`src/common/dec_pkg.sv`:
```
// ----------------------------------------------------------
// shared widths, RV32I opcodes and stage payload types
// NONE encodings are zero so an all-zero slot is inactive
// ----------------------------------------------------------
package dec_pkg;

	localparam int XLEN      = 32;
	localparam int ILEN      = 32;
	localparam int REG_IDX_W = 5;
	localparam int RD_IDX_W  = 6;

	// extra msb keeps it away from x0..x31
	localparam logic [RD_IDX_W-1:0] RD_NONE = 6'd32;
	localparam logic [XLEN-1:0]     PC_STEP = 32'd4;

	localparam logic [6:0] OP_LUI    = 7'b0110111;
	localparam logic [6:0] OP_AUIPC  = 7'b0010111;
	localparam logic [6:0] OP_JAL    = 7'b1101111;
	localparam logic [6:0] OP_JALR   = 7'b1100111;
	localparam logic [6:0] OP_BRANCH = 7'b1100011;
	localparam logic [6:0] OP_LOAD   = 7'b0000011;
	localparam logic [6:0] OP_STORE  = 7'b0100011;
	localparam logic [6:0] OP_ALU_IR = 7'b0010011;
	localparam logic [6:0] OP_ALU_RR = 7'b0110011;

	localparam logic [6:0] F7_BASE = 7'b0000000;
	localparam logic [6:0] F7_ALT  = 7'b0100000; // sub, sra

	typedef enum logic [3:0] {
		ALU_NONE, ALU_ADD, ALU_SUB, ALU_SLT, ALU_SLTU, ALU_AND,
		ALU_OR, ALU_XOR, ALU_SLL, ALU_SRL, ALU_SRA
	} alu_op_t;

	typedef enum logic [2:0] {
		BR_NONE, BR_EQ, BR_NE, BR_LT, BR_GE, BR_LTU, BR_GEU
	} br_op_t;

	// matches funct3[1:0] of loads and stores
	typedef enum logic [1:0] {
		MEM_BYTE, MEM_HALF, MEM_WORD
	} mem_size_t;

	typedef struct packed {
		logic lui;
		logic auipc;
		logic jal;
		logic jalr;
		logic branch;
		logic load;
		logic store;
		logic alu_ir;
		logic alu_rr;
	} instr_class_t;

	typedef struct packed {
		instr_class_t         cls;
		alu_op_t              alu_op;
		br_op_t               br_op;
		mem_size_t            mem_size;
		logic                 mem_unsigned;
		logic [REG_IDX_W-1:0] rs1;
		logic [REG_IDX_W-1:0] rs2;
		logic [RD_IDX_W-1:0]  rd;
		logic [XLEN-1:0]      imm;
		logic [XLEN-1:0]      pc;
	} dec_slot_t;

	typedef struct packed {
		alu_op_t             alu_op;
		br_op_t              br_op;
		logic                load;
		logic                store;
		mem_size_t           mem_size;
		logic                mem_unsigned;
		logic                jump; // jal or jalr
		logic [XLEN-1:0]     src1;
		logic [XLEN-1:0]     src2;
		logic [XLEN-1:0]     store_data;
		logic [RD_IDX_W-1:0] rd;
		logic [XLEN-1:0]     imm;
		logic [XLEN-1:0]     pc;
	} ex_slot_t;

endpackage

```
`src/common/dec_op_if.sv`:
```
// ----------------------------------------------------------
// one decoded slot from decode to operand stage
// advance and flush are driven from the top level
// ----------------------------------------------------------
`timescale 1ns/1ns

interface dec_op_if;

	logic               valid;   // slot holds an instruction
	dec_pkg::dec_slot_t slot;
	logic               advance; // copy of ex_ready
	logic               flush;

	modport src (
		output valid,
		output slot,
		input  advance,
		input  flush
	);

	modport dst (
		input valid,
		input slot,
		input advance,
		input flush
	);

endinterface

```
`src/decode/instr_decode.sv`:
```
// ----------------------------------------------------------
// RV32I decode stage, one cycle to the slot register
// unknown opcodes give NONE ops and rd RD_NONE
// ----------------------------------------------------------
`timescale 1ns/1ns

module instr_decode (
	input  logic                       cpu_clk,
	input  logic                       cpu_rstn,
	input  logic                       if_valid,
	input  logic [dec_pkg::ILEN-1:0]   instr,
	input  logic [dec_pkg::XLEN-1:0]   pc,
	dec_op_if.src                      op
);

	logic [6:0]               opcode;
	logic [2:0]               fn3;
	logic [6:0]               fn7;
	dec_pkg::instr_class_t    cls;
	dec_pkg::dec_slot_t       slot_d;
	logic                     ir_or_base;
	logic                     use_rd;

	assign opcode = instr[6:0];
	assign fn3    = instr[14:12];
	assign fn7    = instr[31:25];

	assign cls.lui    = (opcode == dec_pkg::OP_LUI);
	assign cls.auipc  = (opcode == dec_pkg::OP_AUIPC);
	assign cls.jal    = (opcode == dec_pkg::OP_JAL);
	assign cls.jalr   = (opcode == dec_pkg::OP_JALR);
	assign cls.branch = (opcode == dec_pkg::OP_BRANCH);
	assign cls.load   = (opcode == dec_pkg::OP_LOAD);
	assign cls.store  = (opcode == dec_pkg::OP_STORE);
	assign cls.alu_ir = (opcode == dec_pkg::OP_ALU_IR);
	assign cls.alu_rr = (opcode == dec_pkg::OP_ALU_RR);

	// immediate forms and base R-type share the funct3 table
	assign ir_or_base = cls.alu_ir || (cls.alu_rr && fn7 == dec_pkg::F7_BASE);
	assign use_rd     = cls.lui || cls.auipc || cls.jal || cls.jalr ||
		cls.load || cls.alu_ir || cls.alu_rr;

	always_comb
	begin
		slot_d          = '0;
		slot_d.cls      = cls;
		slot_d.rs1      = instr[19:15];
		slot_d.rs2      = instr[24:20];
		slot_d.rd       = use_rd ? {1'b0, instr[11:7]} : dec_pkg::RD_NONE;
		slot_d.pc       = pc;

		if (cls.auipc || cls.load || cls.store)
			slot_d.alu_op = dec_pkg::ALU_ADD; // address or pc sum
		else if (cls.branch)
		begin
			case (fn3)
				3'b000, 3'b001: slot_d.alu_op = dec_pkg::ALU_SUB;
				3'b100, 3'b101: slot_d.alu_op = dec_pkg::ALU_SLT;
				3'b110, 3'b111: slot_d.alu_op = dec_pkg::ALU_SLTU;
				default:        slot_d.alu_op = dec_pkg::ALU_NONE;
			endcase
		end
		else if (cls.alu_ir || cls.alu_rr)
		begin
			case (fn3)
				3'b000:
				begin
					if (ir_or_base)
						slot_d.alu_op = dec_pkg::ALU_ADD;
					else if (fn7 == dec_pkg::F7_ALT)
						slot_d.alu_op = dec_pkg::ALU_SUB; // rr only here
				end
				3'b010: if (ir_or_base) slot_d.alu_op = dec_pkg::ALU_SLT;
				3'b011: if (ir_or_base) slot_d.alu_op = dec_pkg::ALU_SLTU;
				3'b100: if (ir_or_base) slot_d.alu_op = dec_pkg::ALU_XOR;
				3'b110: if (ir_or_base) slot_d.alu_op = dec_pkg::ALU_OR;
				3'b111: if (ir_or_base) slot_d.alu_op = dec_pkg::ALU_AND;
				3'b001: if (ir_or_base) slot_d.alu_op = dec_pkg::ALU_SLL;
				default:
				begin
					// 101, shift kind from funct7 for both forms
					if (fn7 == dec_pkg::F7_BASE)
						slot_d.alu_op = dec_pkg::ALU_SRL;
					else if (fn7 == dec_pkg::F7_ALT)
						slot_d.alu_op = dec_pkg::ALU_SRA;
				end
			endcase
		end

		if (cls.branch)
		begin
			case (fn3)
				3'b000:  slot_d.br_op = dec_pkg::BR_EQ;
				3'b001:  slot_d.br_op = dec_pkg::BR_NE;
				3'b100:  slot_d.br_op = dec_pkg::BR_LT;
				3'b101:  slot_d.br_op = dec_pkg::BR_GE;
				3'b110:  slot_d.br_op = dec_pkg::BR_LTU;
				3'b111:  slot_d.br_op = dec_pkg::BR_GEU;
				default: slot_d.br_op = dec_pkg::BR_NONE;
			endcase
		end

		if (cls.load || cls.store)
		begin
			slot_d.mem_size     = dec_pkg::mem_size_t'(fn3[1:0]);
			slot_d.mem_unsigned = fn3[2];
		end

		// sign-extended immediate per format
		if (cls.load || cls.alu_ir || cls.jalr)
			slot_d.imm = {{20{instr[31]}}, instr[31:20]};
		else if (cls.store)
			slot_d.imm = {{20{instr[31]}}, instr[31:25], instr[11:7]};
		else if (cls.branch)
			slot_d.imm = {{19{instr[31]}}, instr[31], instr[7], instr[30:25],
				instr[11:8], 1'b0};
		else if (cls.lui || cls.auipc)
			slot_d.imm = {instr[31:12], 12'b0};
		else if (cls.jal)
			slot_d.imm = {{11{instr[31]}}, instr[31], instr[19:12], instr[20],
				instr[30:21], 1'b0};
	end

	dec_pipe_reg #(
		.payload_t (dec_pkg::dec_slot_t)
	) u_dec_reg (
		.cpu_clk     (cpu_clk),
		.cpu_rstn    (cpu_rstn),
		.advance     (op.advance),
		.flush       (op.flush),
		.in_valid    (if_valid),
		.in_payload  (slot_d),
		.out_valid   (op.valid),
		.out_payload (op.slot)
	);

endmodule

```
`src/operand/gprs.sv`:
```
// ----------------------------------------------------------
// x1..x31, one write port and two async read ports
// a same-cycle write is bypassed to the reads
// ----------------------------------------------------------
`timescale 1ns/1ns

module gprs (
	input  logic                            cpu_clk,
	input  logic                            cpu_rstn,
	input  logic                            wb_valid,
	input  logic [dec_pkg::REG_IDX_W-1:0]   wb_rd,
	input  logic [dec_pkg::XLEN-1:0]        wb_data,
	input  logic [dec_pkg::REG_IDX_W-1:0]   rs1,
	input  logic [dec_pkg::REG_IDX_W-1:0]   rs2,
	output logic [dec_pkg::XLEN-1:0]        rs1_data,
	output logic [dec_pkg::XLEN-1:0]        rs2_data
);

	logic [dec_pkg::XLEN-1:0] regs [1:31]; // no storage for x0

	function automatic logic [dec_pkg::XLEN-1:0] read_port(
		input logic [dec_pkg::REG_IDX_W-1:0] idx);
		if (idx == '0)
			return '0;
		else if (wb_valid && wb_rd == idx)
			return wb_data; // write-back bypass
		else
			return regs[idx];
	endfunction

	always_ff @(posedge cpu_clk or negedge cpu_rstn)
	begin
		if (!cpu_rstn)
		begin
			for (int i = 1; i < 32; i++)
				regs[i] <= '0;
		end
		else if (wb_valid && wb_rd != '0)
		begin
			regs[wb_rd] <= wb_data;
		end
	end

	always_comb
	begin
		rs1_data = read_port(rs1);
	end

	always_comb
	begin
		rs2_data = read_port(rs2);
	end

endmodule

```
`src/operand/operand_sel.sv`:
```
// ----------------------------------------------------------
// operand stage: register read, source select, ex register
// only write-back is bypassed, no EX or MEM forwarding
// ----------------------------------------------------------
`timescale 1ns/1ns

module operand_sel (
	input  logic                            cpu_clk,
	input  logic                            cpu_rstn,
	dec_op_if.dst                           op,
	input  logic                            wb_valid,
	input  logic [dec_pkg::REG_IDX_W-1:0]   wb_rd,
	input  logic [dec_pkg::XLEN-1:0]        wb_data,
	output dec_pkg::ex_slot_t               ex,
	output logic                            ex_valid
);

	logic [dec_pkg::XLEN-1:0] rs1_data;
	logic [dec_pkg::XLEN-1:0] rs2_data;
	dec_pkg::instr_class_t    cls;
	dec_pkg::ex_slot_t        ex_d;
	logic                     use_rs2;
	logic                     use_imm;

	gprs u_gprs (
		.cpu_clk  (cpu_clk),
		.cpu_rstn (cpu_rstn),
		.wb_valid (wb_valid),
		.wb_rd    (wb_rd),
		.wb_data  (wb_data),
		.rs1      (op.slot.rs1),
		.rs2      (op.slot.rs2),
		.rs1_data (rs1_data),
		.rs2_data (rs2_data)
	);

	assign cls     = op.slot.cls;
	assign use_rs2 = cls.alu_rr || cls.branch;                 // R and B
	assign use_imm = cls.load || cls.alu_ir || cls.store ||
		cls.lui || cls.auipc;                                  // I, S, U

	always_comb
	begin
		ex_d              = '0;
		ex_d.alu_op       = op.slot.alu_op;
		ex_d.br_op        = op.slot.br_op;
		ex_d.load         = cls.load;
		ex_d.store        = cls.store;
		ex_d.mem_size     = op.slot.mem_size;
		ex_d.mem_unsigned = op.slot.mem_unsigned;
		ex_d.jump         = cls.jal || cls.jalr;
		ex_d.store_data   = rs2_data;
		ex_d.rd           = op.slot.rd;
		ex_d.imm          = op.slot.imm;
		ex_d.pc           = op.slot.pc;

		if (cls.auipc)
			ex_d.src1 = op.slot.pc;
		else if (cls.lui || cls.jal)
			ex_d.src1 = '0;
		else
			ex_d.src1 = rs1_data; // x0 already reads zero

		if (cls.jal || cls.jalr)
			ex_d.src2 = op.slot.pc + dec_pkg::PC_STEP; // link value
		else if (use_rs2)
			ex_d.src2 = rs2_data;
		else if (use_imm)
			ex_d.src2 = op.slot.imm;
		else
			ex_d.src2 = '0;
	end

	dec_pipe_reg #(
		.payload_t (dec_pkg::ex_slot_t)
	) u_ex_reg (
		.cpu_clk     (cpu_clk),
		.cpu_rstn    (cpu_rstn),
		.advance     (op.advance),
		.flush       (op.flush),
		.in_valid    (op.valid),
		.in_payload  (ex_d),
		.out_valid   (ex_valid),
		.out_payload (ex)
	);

endmodule

```
`src/verilog/dec_pipe_reg.sv`:
```
// ----------------------------------------------------------
// one pipeline slot with valid, hold on !advance
// an empty slot holds the all-zero payload
// ----------------------------------------------------------
`timescale 1ns/1ns

module dec_pipe_reg #(
	parameter type payload_t = logic [31:0]
) (
	input  logic     cpu_clk,
	input  logic     cpu_rstn,
	input  logic     advance,
	input  logic     flush,
	input  logic     in_valid,
	input  payload_t in_payload,
	output logic     out_valid,
	output payload_t out_payload
);

	always_ff @(posedge cpu_clk or negedge cpu_rstn)
	begin
		if (!cpu_rstn)
		begin
			out_valid   <= 1'b0;
			out_payload <= '0;
		end
		else if (flush)
		begin
			out_valid   <= 1'b0; // offered slot is dropped too
			out_payload <= '0;
		end
		else if (advance)
		begin
			out_valid   <= in_valid;
			out_payload <= in_valid ? in_payload : '0;
		end
	end

endmodule

```
`src/verilog/dec_top.sv`:
```
// ----------------------------------------------------------
// two-stage decode top, plain ports toward fetch and execute
// if_ready is ex_ready, flush kills both stages
// ----------------------------------------------------------
`timescale 1ns/1ns

module dec_top (
	input  logic                            cpu_clk,
	input  logic                            cpu_rstn,
	input  logic                            if_valid,
	input  logic [dec_pkg::ILEN-1:0]        instr,
	input  logic [dec_pkg::XLEN-1:0]        pc,
	input  logic                            ex_ready,
	input  logic                            flush,
	input  logic                            wb_valid,
	input  logic [dec_pkg::REG_IDX_W-1:0]   wb_rd,
	input  logic [dec_pkg::XLEN-1:0]        wb_data,
	output logic                            if_ready,
	output logic                            ex_valid,
	output dec_pkg::alu_op_t                alu_op,
	output dec_pkg::br_op_t                 br_op,
	output logic                            load,
	output logic                            store,
	output dec_pkg::mem_size_t              mem_size,
	output logic                            mem_unsigned,
	output logic                            jump,
	output logic [dec_pkg::XLEN-1:0]        src1,
	output logic [dec_pkg::XLEN-1:0]        src2,
	output logic [dec_pkg::XLEN-1:0]        store_data,
	output logic [dec_pkg::XLEN-1:0]        imm_ex,
	output logic [dec_pkg::XLEN-1:0]        pc_ex,
	output logic [dec_pkg::RD_IDX_W-1:0]    rd_ex
);

	dec_op_if          u_op ();
	dec_pkg::ex_slot_t ex;

	assign u_op.advance = ex_ready; // global back-pressure
	assign u_op.flush   = flush;
	assign if_ready     = ex_ready;

	instr_decode u_decode (
		.cpu_clk  (cpu_clk),
		.cpu_rstn (cpu_rstn),
		.if_valid (if_valid),
		.instr    (instr),
		.pc       (pc),
		.op       (u_op)
	);

	operand_sel u_operand (
		.cpu_clk  (cpu_clk),
		.cpu_rstn (cpu_rstn),
		.op       (u_op),
		.wb_valid (wb_valid),
		.wb_rd    (wb_rd),
		.wb_data  (wb_data),
		.ex       (ex),
		.ex_valid (ex_valid)
	);

	assign alu_op       = ex.alu_op;
	assign br_op        = ex.br_op;
	assign load         = ex.load;
	assign store        = ex.store;
	assign mem_size     = ex.mem_size;
	assign mem_unsigned = ex.mem_unsigned;
	assign jump         = ex.jump;
	assign src1         = ex.src1;
	assign src2         = ex.src2;
	assign store_data   = ex.store_data;
	assign imm_ex       = ex.imm;
	assign pc_ex        = ex.pc;
	// empty slot is all zero, so map its rd to RD_NONE
	assign rd_ex        = ex_valid ? ex.rd : dec_pkg::RD_NONE;

endmodule
```
`config.mk`:
```
export PLATFORM = sky130hd
export DESIGN_NAME = dec_top
export DESIGN_NICKNAME = d
export VERILOG_FILES = /design/src/common/dec_pkg.sv /design/src/common/dec_op_if.sv /design/src/decode/instr_decode.sv /design/src/operand/gprs.sv /design/src/operand/operand_sel.sv /design/src/verilog/dec_pipe_reg.sv /design/src/verilog/dec_top.sv
export SDC_FILE = /design/constraint.sdc
export NUM_CORES = 2
export LEC_CHECK = 0
export ABC_CLOCK_PERIOD_IN_PS = 4000
export BUFFER_PORTS_ARGS = -buffer_cell sky130_fd_sc_hd__buf_2
export CAP_MARGIN = 15
export CORE_MARGIN = 2
export CORE_UTILIZATION = 57
export CTS_CLUSTER_SIZE = 30
export DETAILED_ROUTE_END_ITERATION = 6
export PLACE_DENSITY = 0.86
export SLEW_MARGIN = 20
export SYNTH_ARGS = -nofsm -noshare
export SYNTH_HDL_FRONTEND = slang
export SYNTH_SLANG_ARGS = --single-unit
```
`constraint.sdc`:
```
create_clock -name cpu_clk -period 4 [get_ports cpu_clk]
set_input_delay 0.8 -clock cpu_clk [delete_from_list [all_inputs] [get_ports cpu_clk]]
set_output_delay 0.8 -clock cpu_clk [all_outputs]
set_load 0.02 [all_outputs]
```
==> impl_metrics.py <==
metrics = {
    "status": {
        "status": "complete, but fails checks",
        "failed_checks": "design-rule violations, negative hold slack",
    },
    "route": {
        "post_route_ant_nets": 0,
        "drtIter0Drc": 8345,
        "wl_um": 241000,
        "route.detailed.vias_per_inst": 7.68,
        "detailroute.via_count": 50284,
        "drtPass1Iterations": 7,
        "wl_per_cell_um": 36.8,
        "remaining_design_rule_violation_count": 8,
    },
    "logic_synthesis": {
        "netlist_top_cells_area": "sky130_fd_sc_hd__dfrtp_1 (47%), sky130_fd_sc_hd__mux2_2 (18%), sky130_fd_sc_hd__mux4_2 (14%), sky130_fd_sc_hd__mux2i_1 (2.4%), sky130_fd_sc_hd__a22o_1 (2.3%)",
        "synth_edf_count": 0,
        "synthDominantAreaCellType": "sky130_fd_sc_hd__dfrtp_1",
        "ys.warnings.count": 0,
        "syn_avg_cell_area_um2": 13.8,
        "post_synth_instance_area_mm2": 0.0672,
        "ys_dominant_reg_cell": "sky130_fd_sc_hd__dfrtp_1",
        "synth.top_cell.area_share_pct": 47.3,
        "ys_async_rst_share_pct": 100,
        "total_nets_after_synthesis": 4987,
        "synth_seq_cells": 1272,
        "synth_cell_types": 89,
        "synthesis.instances": 4879,
        "synth_seq_area_share_pct": 47.3,
    },
    "layout": {
        "nets": 4997,
        "fillerInstances": 7944,
        "flow.area_growth_from_synthesis_pct": 10.6,
        "final-seq-area_mm2": 0.0319,
        "instances_no_fill": 6548,
        "post_route_cells_drive_above_1_share_pct": 46.3,
        "post-route-cell-area_mm2": 0.0744,
        "area_of_the_multi_input_gates_mm2": 0.0320,
    },
    "place": {
        "dp_worst_setup_slack_ns": 0.317,
        "dpl-instance-area_mm2": 0.0699,
        "place.port_buffers": 287,
        "post-dp-hpwl_um": 153000,
        "routabilityCongestion": 1.02,
        "cell_count_post_placement": 6277,
    },
    "setup_path": {
        "timing.critical_path.to_type": "register",
        "critical_path.cell_chain": "buf_4 -> mux4_2 -> mux2i_1 -> nor2b_1 -> o311ai_1 -> buf_4 -> o22ai_1 -> a22o_1",
        "rrSetupSlack_ns": 0.11,
        "critical_path_required_ns": 4.67,
        "worst-endpoint-arrival_ns": 4.56,
        "critical_path.most_common_cell": "sky130_fd_sc_hd__buf_4",
        "criticalPathCategory": "register to register",
        "cpMaxStageDelayCell": "sky130_fd_sc_hd__o311ai_1",
        "cpPeakStageDelay_ns": 0.85,
        "crit_path_start": "u_decode.u_dec_reg.out_payload[70]",
        "critical_path_source_type": "register",
        "critical_path.max_fanout": 31,
        "worst_r2r_path_depth": 8,
        "r2r_end": "u_operand.u_ex_reg.out_payload[129]",
        "worstReg2RegStart": "u_decode.u_dec_reg.out_payload[70]",
    },
    "floorplan": {
        "fp-row-count": 125,
        "coreArea_mm2": 0.117,
        "dieWidth_um": 347,
        "initial_utilization_pct": 57.7,
        "fp.dieH_um": 347,
        "io-pin-count": 288,
        "die_area_mm2": 0.121,
    },
    "sta": {
        "fmax_ghz": 0.257,
        "setup_repair_after_global_routing_missed_its_margin": "false",
        "worst_max_slew_margin_expressed_relative_to_the_limit_pct": 24.3,
        "finalClockSkew_ns": 0.0338,
        "final-hold-violation-count": 9,
        "tns_ns": 0,
        "min_period_ns": 3.89,
        "timing_worst_slew_pin_value_ns": 1.13,
        "period_share_pct": 97.3,
        "worst_hold_slack_ns": -0.0270,
        "timing_max_transition_violations_final": 0,
        "finalSetupViolCount": 0,
        "worst_slack_ns": 0.108,
    },
    "clocking": {
        "htree_num_levels": 4,
        "post_cts_resized": 0,
        "cts.clk_slew.worst_paths_ns": 0.07,
        "clock_root_buffer_master": "sky130_fd_sc_hd__clkbuf_16",
        "post_cts_setup_buffer_count": 0,
        "cts.hold.buffers_added": 0,
        "clock-sinks": 1272,
        "numCtsBuffers": 134,
        "clock_insertion_delay_worst_skew_ns": 0.78,
        "cts_tree": "yes",
        "clock_path_buffers": 3,
    },
    "global_routing": {
        "grt_antenna_before_repair": 34,
        "grt_start_max_net_pins": 118,
        "wire_length_of_the_first_global_routing_pass_um": 349000,
        "grtUsageTotal_pct": 39.7,
        "first_global_vias": 49782,
        "grt_remaining_overflow": 0,
    },
    "min_path": {
        "min-delay-path-class": "input port to async pin",
    },
    "power_and_ir_drop": {
        "vdd_drop_max_mv": 0.451,
        "p_per_area_mw_per_mm2": 478,
        "power_leakage_nw": 32.1,
    },
    "run": {
        "max_cap_viol_count": 0,
    },
}
[area by class of cell]
type                    instances  area share [%]
clock buffers                 203            5.36
inverters                      16          0.0808
flip-flops and latches       1272            42.9
clock inverters                40           0.520
repair buffers                534            5.43
multi-input cells            2931            43.1
diodes                         28          0.0942
well taps                    1524            2.56
[sequential cells by signal (all words and copies together), names as in the netlist]
| register | flops |
|---|---|
| u_decode.u_dec_reg.out_payload | 99 |
| u_decode.u_dec_reg.out_valid | 1 |
| u_operand.u_ex_reg.out_payload | 179 |
| u_operand.u_ex_reg.out_valid | 1 |
| u_operand.u_gprs.regs | 992 |
[stage by stage]
stage               total power, W  utilization, %
finish                      0.0355            63.8
floorplan                   0.0204               -
global placement            0.0222            60.0
detailed placement          0.0226            60.0
global route                0.0364            63.8
CTS                         0.0352            63.7
[worst max-delay path, delay by kind of cell, from the launching register on]
kind	cells	cell delay, ns
AOI/OAI and AO/OA	3	1.19
muxes	2	0.83
buffers and inverters	2	0.72
and+or+nand+nor	1	0.12
DFF	1	0.84
[per-layer routing]
metal  vias to the layer above  GRT usage [%]  routed length [um]
met5                         -              0                 130
met4                        20           33.3               24200
met3                      1354           17.8               37300
met2                      4718           55.1              101000
met1                     25541           47.3               78000
li1                      18651              -                   -
[logic make-up after synthesis]
kind of cell,share of synthesized area (%)
buf+inv,5.29
mux,35.0
simple gates,3.39
compound gates,8.45
fa+ha+maj,0.0186
xor+xnor,0.456
flops,47.3
[cells in the mapped netlist, types with 13 or more instances]
master,number
sky130_fd_sc_hd__o2111ai_1,16
sky130_fd_sc_hd__buf_1,68
sky130_fd_sc_hd__mux4_2,425
sky130_fd_sc_hd__inv_1,15
sky130_fd_sc_hd__nor2b_1,36
sky130_fd_sc_hd__a21oi_1,92
sky130_fd_sc_hd__a22oi_1,41
sky130_fd_sc_hd__a211oi_1,30
sky130_fd_sc_hd__buf_4,195
sky130_fd_sc_hd__a221o_1,27
sky130_fd_sc_hd__and2_1,13
sky130_fd_sc_hd__a22o_1,179
sky130_fd_sc_hd__xnor2_1,20
sky130_fd_sc_hd__nor2_1,78
sky130_fd_sc_hd__o22ai_1,24
sky130_fd_sc_hd__mux2i_1,159
sky130_fd_sc_hd__xor2_1,15
sky130_fd_sc_hd__o21ai_0,83
sky130_fd_sc_hd__nand3b_1,13
sky130_fd_sc_hd__mux2_2,1077
sky130_fd_sc_hd__a221oi_1,34
sky130_fd_sc_hd__nand2_1,187
sky130_fd_sc_hd__o21ai_1,37
sky130_fd_sc_hd__nor3_1,19
sky130_fd_sc_hd__dfrtp_1,1272
sky130_fd_sc_hd__a222oi_1,27
sky130_fd_sc_hd__clkbuf_1,294
sky130_fd_sc_hd__o211ai_1,26
sky130_fd_sc_hd__buf_2,83
sky130_fd_sc_hd__nand3_1,36
sky130_fd_sc_hd__o221ai_1,20
sky130_fd_sc_hd__nand4_1,20
sky130_fd_sc_hd__a21o_1,18
[how the worst max path moves through the flow]
stage | endpoint | cells past startpoint
finish | u_operand.u_ex_reg.out_payload[129] | 8
global route | u_operand.u_ex_reg.out_payload[129] | 8
CTS | u_operand.u_ex_reg.out_payload[88] | 8
detailed placement | u_operand.u_ex_reg.out_payload[129] | 8
global placement | u_operand.u_ex_reg.out_payload[124] | 7
floorplan | u_operand.u_ex_reg.out_payload[136] | 8
[where the power goes]
group / leakage [nW] / internal (W) / switching (W) / total [W]
clock network: 2.17 / 0.00723 / 0.00542 / 0.0126
registers: 16.6 / 0.0149 / 0.00176 / 0.0166
logic: 13.3 / 0.00347 / 0.00277 / 0.00624
[cell usage in the layout (no fill, tap or decap), types with 37 or more instances in the layout]
master,Yosys,layout
sky130_fd_sc_hd__dfrtp_1,1272,1263
sky130_fd_sc_hd__mux2_2,1077,1077
sky130_fd_sc_hd__mux4_2,425,425
sky130_fd_sc_hd__buf_2,83,286
sky130_fd_sc_hd__buf_4,195,188
sky130_fd_sc_hd__a22o_1,179,179
sky130_fd_sc_hd__nand2_1,187,171
sky130_fd_sc_hd__mux2i_1,159,159
sky130_fd_sc_hd__clkbuf_16,0,139
sky130_fd_sc_hd__a21oi_1,92,92
sky130_fd_sc_hd__o21ai_0,83,83
sky130_fd_sc_hd__nor2_1,78,59
sky130_fd_sc_hd__buf_12,4,59
sky130_fd_sc_hd__a22oi_1,41,41
sky130_fd_sc_hd__o21ai_1,37,37
sky130_fd_sc_hd__clkbuf_1,294,37
Note: power is estimated with default switching activity, not from simulation.
